[src/hw/cache_cfg.svh]
`ifndef CACHE_CFG_SVH
`define CACHE_CFG_SVH

//////////////////////////////////////////////////
// geometry
//////////////////////////////////////////////////

`define CACHE_ADDR_W 10 // word address, not byte address.
`define CACHE_DATA_W 32

`define CACHE_INDEX_W 4 // sixteen one-word lines.
`define CACHE_TAG_W (`CACHE_ADDR_W - `CACHE_INDEX_W)

//////////////////////////////////////////////////
// write buffer and identification
//////////////////////////////////////////////////

`define CACHE_WBUF_DEPTH 4 // must be a power of two.

`define CACHE_VERSION 32'h0000_0103

`endif

[src/hw/cache_pkg.sv]
package cache_pkg;

   //////////////////////////////////////////////////
   // control port register map
   //////////////////////////////////////////////////

   typedef enum logic [3:0] {
      CTRL_HIT        = 4'd1, // read hits plus write hits.
      CTRL_MISS       = 4'd2,
      CTRL_READ_HIT   = 4'd3,
      CTRL_READ_MISS  = 4'd4,
      CTRL_WRITE_HIT  = 4'd5,
      CTRL_WRITE_MISS = 4'd6,
      CTRL_RESET_CNT  = 4'd7, // action, returns zero.
      CTRL_INVALIDATE = 4'd8, // action, returns zero.
      CTRL_BUF_EMPTY  = 4'd9,
      CTRL_BUF_FULL   = 4'd10,
      CTRL_VERSION    = 4'd11
   } ctrl_op_e;

   // data stage sequencing
   typedef enum logic [1:0] {
      DATA_IDLE,
      DATA_WAIT_EMPTY, // write waiting for a free buffer slot.
      DATA_MEM_READ,
      DATA_RESPOND
   } data_state_e;

endpackage

[src/hw/cache_lookup.sv]
`timescale 1ns/1ps

`include "cache_cfg.svh"

module cache_lookup (
   input  logic                     clk,
   input  logic                     reset,
   input  logic                     req_valid,
   output logic                     req_ready,
   input  logic                     req_we,
   input  logic [`CACHE_ADDR_W-1:0] req_addr,
   input  logic [`CACHE_DATA_W-1:0] req_wdata,
   output logic                     s1_valid,
   input  logic                     s1_ready,
   output logic                     s1_we,
   output logic [`CACHE_ADDR_W-1:0] s1_addr,
   output logic [`CACHE_DATA_W-1:0] s1_wdata,
   output logic                     s1_hit,
   input  logic                     fill_en,
   input  logic [`CACHE_ADDR_W-1:0] fill_addr,
   input  logic                     invalidate
);

   localparam int lines = 1 << `CACHE_INDEX_W;

   logic [lines-1:0]          valid_bits;
   logic [`CACHE_TAG_W-1:0]   tags [lines];
   logic                      held;
   logic [`CACHE_INDEX_W-1:0] s1_index;
   logic [`CACHE_INDEX_W-1:0] fill_index;
   logic                      accept;

   assign s1_index   = s1_addr[`CACHE_INDEX_W-1:0];
   assign fill_index = fill_addr[`CACHE_INDEX_W-1:0];

   assign req_ready = !held || s1_ready; // free, or the held item moves on this edge.
   assign accept    = req_valid && req_ready;
   assign s1_valid  = held;

   // the tags are read in the transfer cycle, so a fill that already landed is seen.
   assign s1_hit = valid_bits[s1_index] &&
                   (tags[s1_index] == s1_addr[`CACHE_ADDR_W-1:`CACHE_INDEX_W]);

   //////////////////////////////////////////////////
   // request register
   //////////////////////////////////////////////////

   always_ff @(posedge clk or posedge reset) begin
      if (reset) begin
         held <= 1'b0;
      end else if (accept) begin
         held <= 1'b1;
      end else if (s1_ready) begin
         held <= 1'b0;
      end
   end

   always_ff @(posedge clk) begin
      if (accept) begin
         s1_we    <= req_we;
         s1_addr  <= req_addr;
         s1_wdata <= req_wdata;
      end
   end

   //////////////////////////////////////////////////
   // valid bits and tags
   //////////////////////////////////////////////////

   always_ff @(posedge clk or posedge reset) begin
      if (reset) begin
         valid_bits <= '0;
      end else if (invalidate) begin
         valid_bits <= '0; // wins over a fill in the same cycle.
      end else if (fill_en) begin
         valid_bits[fill_index] <= 1'b1;
      end
   end

   always_ff @(posedge clk) begin
      if (fill_en) begin
         tags[fill_index] <= fill_addr[`CACHE_ADDR_W-1:`CACHE_INDEX_W];
      end
   end

endmodule

[src/hw/cache_data.sv]
`timescale 1ns/1ps

`include "cache_cfg.svh"

module cache_data (
   input  logic                     clk,
   input  logic                     reset,
   input  logic                     s1_valid,
   output logic                     s1_ready,
   input  logic                     s1_we,
   input  logic [`CACHE_ADDR_W-1:0] s1_addr,
   input  logic [`CACHE_DATA_W-1:0] s1_wdata,
   input  logic                     s1_hit,
   output logic                     resp_valid,
   input  logic                     resp_ready,
   output logic [`CACHE_DATA_W-1:0] resp_rdata,
   output logic                     fill_en,
   output logic [`CACHE_ADDR_W-1:0] fill_addr,
   output logic                     wb_push,
   output logic [`CACHE_ADDR_W-1:0] wb_addr,
   output logic [`CACHE_DATA_W-1:0] wb_data,
   input  logic                     wb_full,
   output logic                     rd_valid,
   input  logic                     rd_ready,
   output logic [`CACHE_ADDR_W-1:0] rd_addr,
   input  logic [`CACHE_DATA_W-1:0] rd_data,
   output logic                     ev_read_hit,
   output logic                     ev_read_miss,
   output logic                     ev_write_hit,
   output logic                     ev_write_miss
);
   import cache_pkg::*;

   localparam int lines = 1 << `CACHE_INDEX_W;

   data_state_e               state;
   logic                      pend; // request captured, decision in this cycle.
   logic                      d_we;
   logic                      d_hit;
   logic [`CACHE_ADDR_W-1:0]  d_addr;
   logic [`CACHE_DATA_W-1:0]  d_wdata;
   logic [`CACHE_INDEX_W-1:0] d_index;
   logic [`CACHE_DATA_W-1:0]  rdata_q;
   logic [`CACHE_DATA_W-1:0]  data_mem [lines];
   logic                      decide;
   logic                      leave;
   logic                      take;

   assign d_index = d_addr[`CACHE_INDEX_W-1:0];
   assign decide  = (state == DATA_IDLE) && pend;
   assign leave   = (state == DATA_RESPOND) && resp_ready;
   assign s1_ready = ((state == DATA_IDLE) && !pend) || leave;
   assign take     = s1_valid && s1_ready;

   assign resp_valid = (state == DATA_RESPOND);
   assign resp_rdata = rdata_q;

   assign wb_push = d_we && !wb_full && (decide || (state == DATA_WAIT_EMPTY));
   assign wb_addr = d_addr;
   assign wb_data = d_wdata;

   assign rd_valid  = (state == DATA_MEM_READ);
   assign rd_addr   = d_addr;
   assign fill_en   = rd_valid && rd_ready; // line and tag land together.
   assign fill_addr = d_addr;

   assign ev_read_hit   = leave && !d_we && d_hit;
   assign ev_read_miss  = leave && !d_we && !d_hit;
   assign ev_write_hit  = leave && d_we && d_hit;
   assign ev_write_miss = leave && d_we && !d_hit;

   //////////////////////////////////////////////////
   // sequencing
   //////////////////////////////////////////////////

   always_ff @(posedge clk or posedge reset) begin
      if (reset) begin
         state <= DATA_IDLE;
         pend  <= 1'b0;
      end else begin
         pend <= take;
         case (state)
            DATA_IDLE: begin
               if (pend) begin
                  if (d_we) begin
                     state <= wb_full ? DATA_WAIT_EMPTY : DATA_RESPOND;
                  end else begin
                     state <= d_hit ? DATA_RESPOND : DATA_MEM_READ;
                  end
               end
            end
            DATA_WAIT_EMPTY: if (!wb_full) state <= DATA_RESPOND;
            DATA_MEM_READ:   if (rd_ready) state <= DATA_RESPOND;
            DATA_RESPOND:    if (resp_ready) state <= DATA_IDLE;
            default:         state <= DATA_IDLE;
         endcase
      end
   end

   always_ff @(posedge clk) begin
      if (take) begin
         d_we    <= s1_we;
         d_hit   <= s1_hit;
         d_addr  <= s1_addr;
         d_wdata <= s1_wdata;
      end
      if (decide) begin
         rdata_q <= d_we ? '0 : data_mem[d_index]; // writes answer with zero.
      end else if (fill_en) begin
         rdata_q <= rd_data;
      end
   end

   // no allocate on a write miss, so only hits touch the array.
   always_ff @(posedge clk) begin
      if (fill_en) begin
         data_mem[d_index] <= rd_data;
      end else if (wb_push && d_hit) begin
         data_mem[d_index] <= d_wdata;
      end
   end

endmodule

[src/hw/cache_mem_port.sv]
`timescale 1ns/1ps

`include "cache_cfg.svh"

module cache_mem_port #(
   parameter int depth = `CACHE_WBUF_DEPTH
) (
   input  logic                     clk,
   input  logic                     reset,
   input  logic                     wb_push,
   input  logic [`CACHE_ADDR_W-1:0] wb_addr,
   input  logic [`CACHE_DATA_W-1:0] wb_data,
   output logic                     wb_full,
   output logic                     wb_empty,
   input  logic                     rd_valid,
   output logic                     rd_ready,
   input  logic [`CACHE_ADDR_W-1:0] rd_addr,
   output logic [`CACHE_DATA_W-1:0] rd_data,
   output logic                     mem_valid,
   output logic                     mem_we,
   output logic [`CACHE_ADDR_W-1:0] mem_addr,
   output logic [`CACHE_DATA_W-1:0] mem_wdata,
   input  logic                     mem_ready,
   input  logic [`CACHE_DATA_W-1:0] mem_rdata
);

   localparam int ptr_w = $clog2(depth);

   logic [`CACHE_ADDR_W-1:0] fifo_addr [depth];
   logic [`CACHE_DATA_W-1:0] fifo_data [depth];
   logic [ptr_w:0]           wr_ptr; // extra bit tells full from empty.
   logic [ptr_w:0]           rd_ptr;
   logic [ptr_w-1:0]         head;
   logic                     pop;

   assign head     = rd_ptr[ptr_w-1:0];
   assign wb_empty = (wr_ptr == rd_ptr);
   assign wb_full  = (wr_ptr[ptr_w] != rd_ptr[ptr_w]) &&
                     (wr_ptr[ptr_w-1:0] == rd_ptr[ptr_w-1:0]);

   //////////////////////////////////////////////////
   // memory bus
   //////////////////////////////////////////////////

   // buffered writes go first, so a read never passes an older write.
   assign mem_valid = !wb_empty || rd_valid;
   assign mem_we    = !wb_empty;
   assign mem_addr  = wb_empty ? rd_addr : fifo_addr[head];
   assign mem_wdata = fifo_data[head];

   assign pop      = !wb_empty && mem_ready;
   assign rd_ready = wb_empty && rd_valid && mem_ready;
   assign rd_data  = mem_rdata; // valid only in the completing cycle.

   //////////////////////////////////////////////////
   // write FIFO
   //////////////////////////////////////////////////

   always_ff @(posedge clk or posedge reset) begin
      if (reset) begin
         wr_ptr <= '0;
         rd_ptr <= '0;
      end else begin
         if (wb_push) begin
            wr_ptr <= wr_ptr + 1'b1;
         end
         if (pop) begin
            rd_ptr <= rd_ptr + 1'b1;
         end
      end
   end

   always_ff @(posedge clk) begin
      if (wb_push) begin
         fifo_addr[wr_ptr[ptr_w-1:0]] <= wb_addr;
         fifo_data[wr_ptr[ptr_w-1:0]] <= wb_data;
      end
   end

endmodule

[src/hw/cache_control.sv]
`timescale 1ns/1ps

`include "cache_cfg.svh"

module cache_control (
   input  logic                     clk,
   input  logic                     reset,
   input  logic                     ctrl_valid,
   input  cache_pkg::ctrl_op_e      ctrl_addr,
   output logic [`CACHE_DATA_W-1:0] ctrl_rdata,
   output logic                     ctrl_ready,
   output logic                     invalidate,
   input  logic                     wb_empty,
   input  logic                     wb_full,
   input  logic                     ev_read_hit,
   input  logic                     ev_read_miss,
   input  logic                     ev_write_hit,
   input  logic                     ev_write_miss
);
   import cache_pkg::*;

   logic [`CACHE_DATA_W-1:0] read_hit_cnt;
   logic [`CACHE_DATA_W-1:0] read_miss_cnt;
   logic [`CACHE_DATA_W-1:0] write_hit_cnt;
   logic [`CACHE_DATA_W-1:0] write_miss_cnt;
   logic [`CACHE_DATA_W-1:0] hit_cnt;
   logic [`CACHE_DATA_W-1:0] miss_cnt;
   logic [`CACHE_DATA_W-1:0] sel_value;
   logic                     counter_reset;

   assign hit_cnt  = read_hit_cnt + write_hit_cnt;
   assign miss_cnt = read_miss_cnt + write_miss_cnt;

   //////////////////////////////////////////////////
   // performance counters
   //////////////////////////////////////////////////

   // events exclude each other, so each one touches a single counter.
   always_ff @(posedge clk or posedge reset) begin
      if (reset) begin
         read_hit_cnt   <= '0;
         read_miss_cnt  <= '0;
         write_hit_cnt  <= '0;
         write_miss_cnt <= '0;
      end else if (counter_reset) begin
         read_hit_cnt   <= '0;
         read_miss_cnt  <= '0;
         write_hit_cnt  <= '0;
         write_miss_cnt <= '0;
      end else begin
         if (ev_read_hit) read_hit_cnt <= read_hit_cnt + 1'b1;
         if (ev_read_miss) read_miss_cnt <= read_miss_cnt + 1'b1;
         if (ev_write_hit) write_hit_cnt <= write_hit_cnt + 1'b1;
         if (ev_write_miss) write_miss_cnt <= write_miss_cnt + 1'b1;
      end
   end

   //////////////////////////////////////////////////
   // register port
   //////////////////////////////////////////////////

   always_comb begin
      case (ctrl_addr)
         CTRL_HIT:        sel_value = hit_cnt;
         CTRL_MISS:       sel_value = miss_cnt;
         CTRL_READ_HIT:   sel_value = read_hit_cnt;
         CTRL_READ_MISS:  sel_value = read_miss_cnt;
         CTRL_WRITE_HIT:  sel_value = write_hit_cnt;
         CTRL_WRITE_MISS: sel_value = write_miss_cnt;
         CTRL_BUF_EMPTY:  sel_value = {{(`CACHE_DATA_W-1){1'b0}}, wb_empty};
         CTRL_BUF_FULL:   sel_value = {{(`CACHE_DATA_W-1){1'b0}}, wb_full};
         CTRL_VERSION:    sel_value = `CACHE_VERSION;
         default:         sel_value = '0; // actions read back as zero.
      endcase
   end

   always_ff @(posedge clk or posedge reset) begin
      if (reset) begin
         ctrl_ready    <= 1'b0;
         invalidate    <= 1'b0;
         counter_reset <= 1'b0;
      end else begin
         ctrl_ready    <= ctrl_valid; // acknowledge one cycle after the access.
         invalidate    <= ctrl_valid && (ctrl_addr == CTRL_INVALIDATE);
         counter_reset <= ctrl_valid && (ctrl_addr == CTRL_RESET_CNT);
      end
   end

   always_ff @(posedge clk) begin
      ctrl_rdata <= ctrl_valid ? sel_value : '0;
   end

endmodule

[src/hw/cache_top.sv]
`timescale 1ns/1ps

`include "cache_cfg.svh"

module cache_top (
   input  logic                     clk,
   input  logic                     reset,
   input  logic                     req_valid,
   output logic                     req_ready,
   input  logic                     req_we,
   input  logic [`CACHE_ADDR_W-1:0] req_addr,
   input  logic [`CACHE_DATA_W-1:0] req_wdata,
   output logic                     resp_valid,
   input  logic                     resp_ready,
   output logic [`CACHE_DATA_W-1:0] resp_rdata,
   output logic                     mem_valid,
   output logic                     mem_we,
   output logic [`CACHE_ADDR_W-1:0] mem_addr,
   output logic [`CACHE_DATA_W-1:0] mem_wdata,
   input  logic                     mem_ready,
   input  logic [`CACHE_DATA_W-1:0] mem_rdata,
   input  logic                     ctrl_valid,
   input  cache_pkg::ctrl_op_e      ctrl_addr,
   output logic [`CACHE_DATA_W-1:0] ctrl_rdata,
   output logic                     ctrl_ready
);

   logic                     s1_valid, s1_ready, s1_we, s1_hit;
   logic [`CACHE_ADDR_W-1:0] s1_addr;
   logic [`CACHE_DATA_W-1:0] s1_wdata;
   logic                     fill_en, invalidate;
   logic [`CACHE_ADDR_W-1:0] fill_addr;
   logic                     wb_push, wb_full, wb_empty;
   logic [`CACHE_ADDR_W-1:0] wb_addr;
   logic [`CACHE_DATA_W-1:0] wb_data;
   logic                     rd_valid, rd_ready;
   logic [`CACHE_ADDR_W-1:0] rd_addr;
   logic [`CACHE_DATA_W-1:0] rd_data;
   logic                     ev_read_hit, ev_read_miss, ev_write_hit, ev_write_miss;

   cache_lookup i_cache_lookup (.*);

   cache_data i_cache_data (.*);

   cache_mem_port #(
      .depth(`CACHE_WBUF_DEPTH)
   ) i_cache_mem_port (.*);

   cache_control i_cache_control (.*);

endmodule

[config.mk]
export PLATFORM = sky130hd
export DESIGN_NAME = cache_top
export DESIGN_NICKNAME = d
export VERILOG_FILES = /design/src/hw/cache_pkg.sv /design/src/hw/cache_lookup.sv /design/src/hw/cache_data.sv /design/src/hw/cache_mem_port.sv /design/src/hw/cache_control.sv /design/src/hw/cache_top.sv
export VERILOG_INCLUDE_DIRS = /design/src /design/src/hw
export SDC_FILE = /design/constraint.sdc
export NUM_CORES = 1
export LEC_CHECK = 0
export BUFFER_PORTS_ARGS = -buffer_cell sky130_fd_sc_hd__buf_2
export CORE_MARGIN = 2
export CORE_UTILIZATION = 56
export DETAILED_ROUTE_END_ITERATION = 16
export PLACE_DENSITY = 0.76
export RECOVER_POWER = 100
export SYNTH_ARGS = -nofsm -noshare
export SYNTH_HDL_FRONTEND = slang
export SYNTH_SLANG_ARGS = --single-unit
[constraint.sdc]
create_clock -name clk -period 4.6 [get_ports clk]
set_clock_uncertainty 0.05 [all_clocks]
set_input_delay 0.46 -clock clk [delete_from_list [all_inputs] [get_ports clk]]
set_output_delay 0.46 -clock clk [all_outputs]
set_load 0.05 [all_outputs]
-- Yosys cells after proc, flatten, opt, wreduce, memory -nomap -nowiden
Memory sizes are Yosys's and may differ from the RTL's. A register that Yosys moved wholly into a read port is not among the register bits.
Index checks and enable logic that the tools add are counted.
- flip-flop bits (word level): 308
- bits in writable memories: 776
- input bits: 85
- output and inout port bits: 111
- logic and storage cells: 142
- memories: 4
- add/subtract/negate cells: 8
- magnitude comparators: 3
- eq/ne operators: 22
- mux-type cells: 39
- bitwise operators: 2
- reduce and logical (&&, ||, !) cells: 42
- memory list (memory ; depth ; width ; read ports ; clocked after memory_dff ; wr ports ; RTL line ; source):
    i_cache_data.data_mem ; 16 ; 32 ; 1 ; 1 ; 1 ; cache_data.sv:44 ; logic [`CACHE_DATA_W-1:0] data_mem [lines];
    i_cache_mem_port.fifo_data ; 4 ; 32 ; 1 ; 0 ; 1 ; cache_mem_port.sv:30 ; logic [`CACHE_DATA_W-1:0] fifo_data [depth];
    i_cache_lookup.tags ; 16 ; 6 ; 1 ; 1 ; 1 ; cache_lookup.sv:27 ; logic [`CACHE_TAG_W-1:0] tags [lines];
    i_cache_mem_port.fifo_addr ; 4 ; 10 ; 1 ; 0 ; 1 ; cache_mem_port.sv:29 ; logic [`CACHE_ADDR_W-1:0] fifo_addr [depth];
- operators with widths (cell ; count):
    $mux 32 ; 12
    $pmux 32 s9 ; 1
    $add 32x1->32 const B ; 4
    $add 32x32->32 ; 2
    $mux 16 ; 2
    $logic_and 1x1->1 ; 23
    $eq 4x3->1 const B ; 4
    $eq 4x4->1 const B ; 4
    $or 16x16->16 ; 1
    $reduce_bool 2->1 ; 7
    $mux 1 ; 12
    $mux 2 ; 6
    $lt 4x5->1 const B ; 2
    $mux 10 ; 1
    $eq 4x2->1 const B ; 2
    $mux 4 ; 2
    $pmux 2 s4 ; 1
    $add 3x1->3 const B ; 2
    $eq 6x6->1 ; 1
    $logic_not 1->1 ; 6
    $bmux 1 s4 ; 1
    $demux 1 s4 ; 1
    $eq 2x2->1 const B ; 2
    $eq 4x1->1 const B ; 1
    11 further kinds ; 16

-- Logic depth before layout (Yosys ltp)
- depth in word-level cells: 10
- depth in mapped cells: 12
- gate-level depth less buffers: 12

-- By module
A second synthesis with hierarchy kept.
- cells, all modules: 2907
- area, all modules: 47081.4 um2
- modules (own cells, without submodules) (module ; times used ; cells an instance ; area an instance (um2) ; sequential area each (um2)):
    cache_data ; 1 ; 1016 ; 23023.3 ; 17812.1
    cache_control ; 1 ; 1294 ; 11215.8 ; 3918.8
    cache_mem_port ; 1 ; 300 ; 6851.6 ; 5195.0
    cache_lookup ; 1 ; 297 ; 5990.7 ; 4679.5

-- Least setup slack after synthesis
No wires, ideal clock.
- path kind: flip-flop to flip-flop
- start: reg i_cache_data.state[0]
- end: reg (tool-made name)
- setup time: 0.123 ns
- arrival time: 3.525 ns
- setup slack: 0.902 ns
- cell stages (with the launch flop): 7
- buffers on the path: 1
- period minus slack after synthesis: 3.698 ns
- path through: dfrtp_1 -> ha_1 -> nand2_1 -> nand3_1 -> and2_1 -> clkbuf_1 -> mux2_2
- RTL lines (item ; RTL line ; source):
    from (decl) ; cache_data.sv:36 ; data_state_e state;
    from (signal assigned) ; cache_data.sv:86 ; state <= wb_full ? DATA_WAIT_EMPTY : DATA_RESPOND;
    from (signal assigned) ; cache_data.sv:88 ; state <= d_hit ? DATA_RESPOND : DATA_MEM_READ;

-- Final worst setup path
- start: reg i_cache_data.state[1]
- end: mem i_cache_data.data_mem[15][17] in the netlist's numbering (enable)
- word-level cells in the longest chain between the ends: 9
- elaborated cells between the ends (all ways): 16
- those cells by class: 2 x eq/ne; 5 x mux; 1 x bitwise; 8 x reduce/logical
- RTL lines (item ; RTL line ; source):
    $logic_not 2->1 ; cache_data.sv:50 ; assign decide = (state == DATA_IDLE) && pend;
    $logic_and 1x1->1 ; cache_data.sv:50 ;
    $logic_or 1x1->1 ; cache_data.sv:58 ; assign wb_push = d_we && !wb_full && (decide || (state == DATA_WAIT_EMPTY));
    $logic_and 1x1->1 ; cache_data.sv:58 ;
    $logic_and 1x1->1 ; cache_data.sv:118 ; end else if (wb_push && d_hit) begin
    $mux 1 ; cache_data.sv:118 ;
    $mux 1 ; cache_data.sv:116 ; if (fill_en) begin
    $mux 1 (implied by the code) ; cache_data.sv:119 ; data_mem[d_index] <= d_wdata;
    $or 1x1->1 (no source line) * ; -- ;
    to (decl) ; cache_data.sv:44 ;
Mark *: on every way between the ends. The rest lies on a longest branch, timed or not.

==> metrics.md <==
| Metric | Value |
|---|---|
| Die height | `291 um` |
| Routed len/inst | `27.5 um` |
| CP peak stage delay | `0.80 ns` |
| Crit end category | `register` |
| CTS tree | `yes` |
| Min-Delay Path Class | `input port to async pin` |
| Crit path time final | `4.11 ns` |
| Cell family with most CP delay | `simple AND/OR/NAND/NOR gates` |
| Gr ovfl total | `0` |
| Fillcell total | `5616` |
| Critical path cell sequence | `inv_1, ha_1, a21oi_1, nor3b_1, nand2_1, nand2_1, nand3_1, nor2_4, clkbuf_1` |
| Vias in the first global route | `27700` |
| Syn Nets | `2937` |
| Top post-synthesis cells by area | `edfxtp_1 58%, mux4_2 12%, dfrtp_1 8.5%` |
| Required time of the critical path | `between 4 and 5 ns` |
| RSZ-0062 raised after global routing | `false` |
| Critical-path top delay cell | `clkbuf_1` |
| Post-route setup TNS | `0 ns` |
| Wirelength, routed | `116000 um` |
| CTS clk-pin slew, worst paths | `0.06 ns` |
| # IOs | `196` |
| Mapped Area | `about 46000 um2` |
| HPWL reported at the end of detailed placement | `71600 um` |
| PortBufs | `about 200` |
| Hold_buf cts | `46` |
| Root Driver | `clkbuf_16` |
| Full die area | `84600 um2` |
| Max Freq | `243 MHz` |
| Drt pass-1 iters | `8` |
| Share of the synthesized area in the top cell type | `0.583` |
| Drt drc | `0` |
| P&R area growth vs syn | `13.4%` |
| Leak Pwr | `18.3 nW` |
| Most common cell after layout, fill and taps aside | `edfxtp_1` |
| Sequential element share of the synthesized area | `0.686` |
| Crit-path max FO | `11` |
| Most frequent cells in the layout | `895 x edfxtp_1, 236 x mux4_2, 198 x nor2_1` |
| Setup violations, final | `0` |
| Clock sink count | `~1100` |
| GPL Wtd Cong | `~0.93` |
| Core Util, Final | `0.638` |
| Worst Path Buf+Inv | `2` |
| Initial antenna violation count | `5` |
| Pwr dens | `560 nW/um2` |
| Status | `complete, but fails checks` |
| DRT antenna net count | `0` |
| EDFF count, synth | `between 800 and 900` |
| Number of H-tree levels | `3` |
| Synth Register Bits | `1092` |
| Multi-input gate area | `14000 um2` |
| Avg Cell Area, Syn | `16.6 um2` |
| Clock Path Buffers | `3` |
| Layout cells sized above 1 | `0.190` |
| Synth unique cells | `73` |
| Post-CTS setup repair buffer count | `0` |
| Worst Tran Pin Value | `approximately 2.2 ns` |
| Rel. slew slack | `-0.483` |
| Hold Slack | `-0.00544 ns` |
| Routed vias | `26900` |
| Clk_lat worst skew | `0.69 ns` |
| Slew Limit Fails | `243` |
| Critical path data arrival time | `4.36 ns` |
| Routed vias/inst | `around 6.4` |
| Die width | `291 um` |
| Overall routing resource usage | `0.278` |
| Final period util | `0.893` |
| Num CTS Buffers | `about 100` |
| Post-Syn Instances | `2774` |
| CP dominant cell by count | `nand2_1` |
| Failing checks | `hold timing, capacitance limit, slew limit` |
| Final hold vios | `5` |
| Core ar. | `81800 um2` |
| Register area | `31600 um2` |
| MaxCap Viol Count | `8` |
| First-pass GRT wire length | `between 150000 and 200000 um` |
| Initial Utilization | `0.563` |
| Nets@finish | `3219` |
| Cell taking the most area after synthesis | `edfxtp_1` |
| Row count | `105` |
| Leading register cell type out of synthesis | `edfxtp_1` |
| Initial DRC Count | `2864` |
| Post_cts resized | `0` |
| Startpoint types | `register` |
| CP Class | `register to register` |
| Synth warn | `0` |
| Ys async rst share | `0.144` |
| Worst IR Drop VDD | `0.509 mV` |
| Pin count of the biggest net entering global routing | `158` |
| Final Power | `0.0293 W` |
==> layout make-up <==
class                   count  area share
flip-flops and latches   1092       0.605
multi-input cells        1522       0.267
clock buffers             119      0.0511
repair buffers            299      0.0319
well taps                1070      0.0256
clock inverters            77      0.0160
inverters                  37     0.00268
diodes                      4    0.000192
==> state kept, by name, indices dropped and copies added (netlist names), 2 cells and up, named ones only <==
register	flops
i_cache_data.wb_data	32
i_cache_mem_port.fifo_addr	40
i_cache_lookup.tags	96
i_cache_lookup.s1_wdata	32
i_cache_mem_port.wr_ptr	3
i_cache_control.write_hit_cnt	32
i_cache_mem_port.rd_ptr	3
i_cache_control.ctrl_rdata	32
i_cache_control.read_miss_cnt	32
i_cache_control.write_miss_cnt	32
i_cache_data.data_mem	512
i_cache_data.resp_rdata	32
i_cache_lookup.s1_addr	10
i_cache_data.fill_addr	10
i_cache_control.read_hit_cnt	32
i_cache_mem_port.fifo_data	128
i_cache_lookup.valid_bits	16
i_cache_data.state	2
==> routing by layer <==
layer | part of all wire | global-route usage | wire (um) | vias to the layer above
li1 | - | - | - | 11500
met3 | 0.084 | 0.0515 | 9770 | 288
met5 | 0 | 0 | 0 | -
met4 | 0.041 | 0.116 | 4790 | 0
met1 | 0.37 | 0.353 | 42700 | 13800
met2 | 0.51 | 0.473 | 58900 | 1290
==> power by group <==
group / internal, W / total (W) / switching [W]
Combinational: 0.00280 / 0.00742 / 0.00462
Sequential: 0.0122 / 0.0131 / 0.000936
Clock: 0.00490 / 0.00873 / 0.00384
Total: 0.0199 / 0.0293 / 0.00939
==> cell usage after synthesis, drive strengths merged (31+ instances only) <==
cell type  instances
edfxtp           895
a22o              43
nand2            144
mux4             236
buf               31
a22oi             42
o21ai             62
nor2             216
a21oi            105
nand3             55
dfxtp             40
xnor2             71
ha                76
a21o              34
dfrtp            157
mux2              49
xor2              95
clkbuf            92
inv               37
nand4             38
==> worst reg2reg max path: cells and delay by family, from the launching register on <==
kind                       cells  cell delay (ns)
and+or+nand+nor                5             2.01
buffers and inverters          2             0.93
adders and majority gates      1             0.23
DFF                            1             0.43
AOI/OAI and AO/OA              1             0.09
==> cells by family (layout without fill, tap and decap cells) <==
kind of cell / count (synthesis) / in the layout / share of synthesized area
compound gates: 399 / 399 / 0.0588
xor+xnor: 166 / 166 / 0.0315
fa+ha+maj: 78 / 78 / 0.0215
buf+inv: 160 / 532 / 0.0135
flops: 1092 / 1092 / 0.686
mux: 291 / 291 / 0.129
other cells: 0 / 4 / 0
simple gates: 588 / 588 / 0.0604
==> path summary, 6_finish.rpt <==
kind,start,to,slack (ns),cells after the start
max reg2reg,i_cache_data.state[1],i_cache_data.data_mem[15][17],0.49,9
min reg2reg,i_cache_lookup.s1_wdata[29],i_cache_data.wb_data[29],0.37,0
min,reset,i_cache_control.write_hit_cnt[27],-0.005,3
max in group asynchronous,reset,i_cache_control.counter_reset,3.74,3
min in group clk,mem_rdata[10],i_cache_data.resp_rdata[10],0.03,2
max,i_cache_data.state[1],i_cache_data.data_mem[15][17],0.49,9
==> stage by stage <==
step / setup WS, ns / std cells / area, um2 / hold slack (ns)
floorplan: 0.902 / 2774 / 46100 / 0.350
global placement: 0.745 / 3974 / 48600 / 0.352
detailed placement: 0.758 / 3974 / 48600 / 0.355
CTS: 0.690 / 4216 / 52600 / 0.000295
global route: 0.269 / 4216 / 52200 / 0.0312
finish: 0.493 / 4220 / 52300 / -0.00544
No activity file was read; power rests on OpenSTA's default activity.
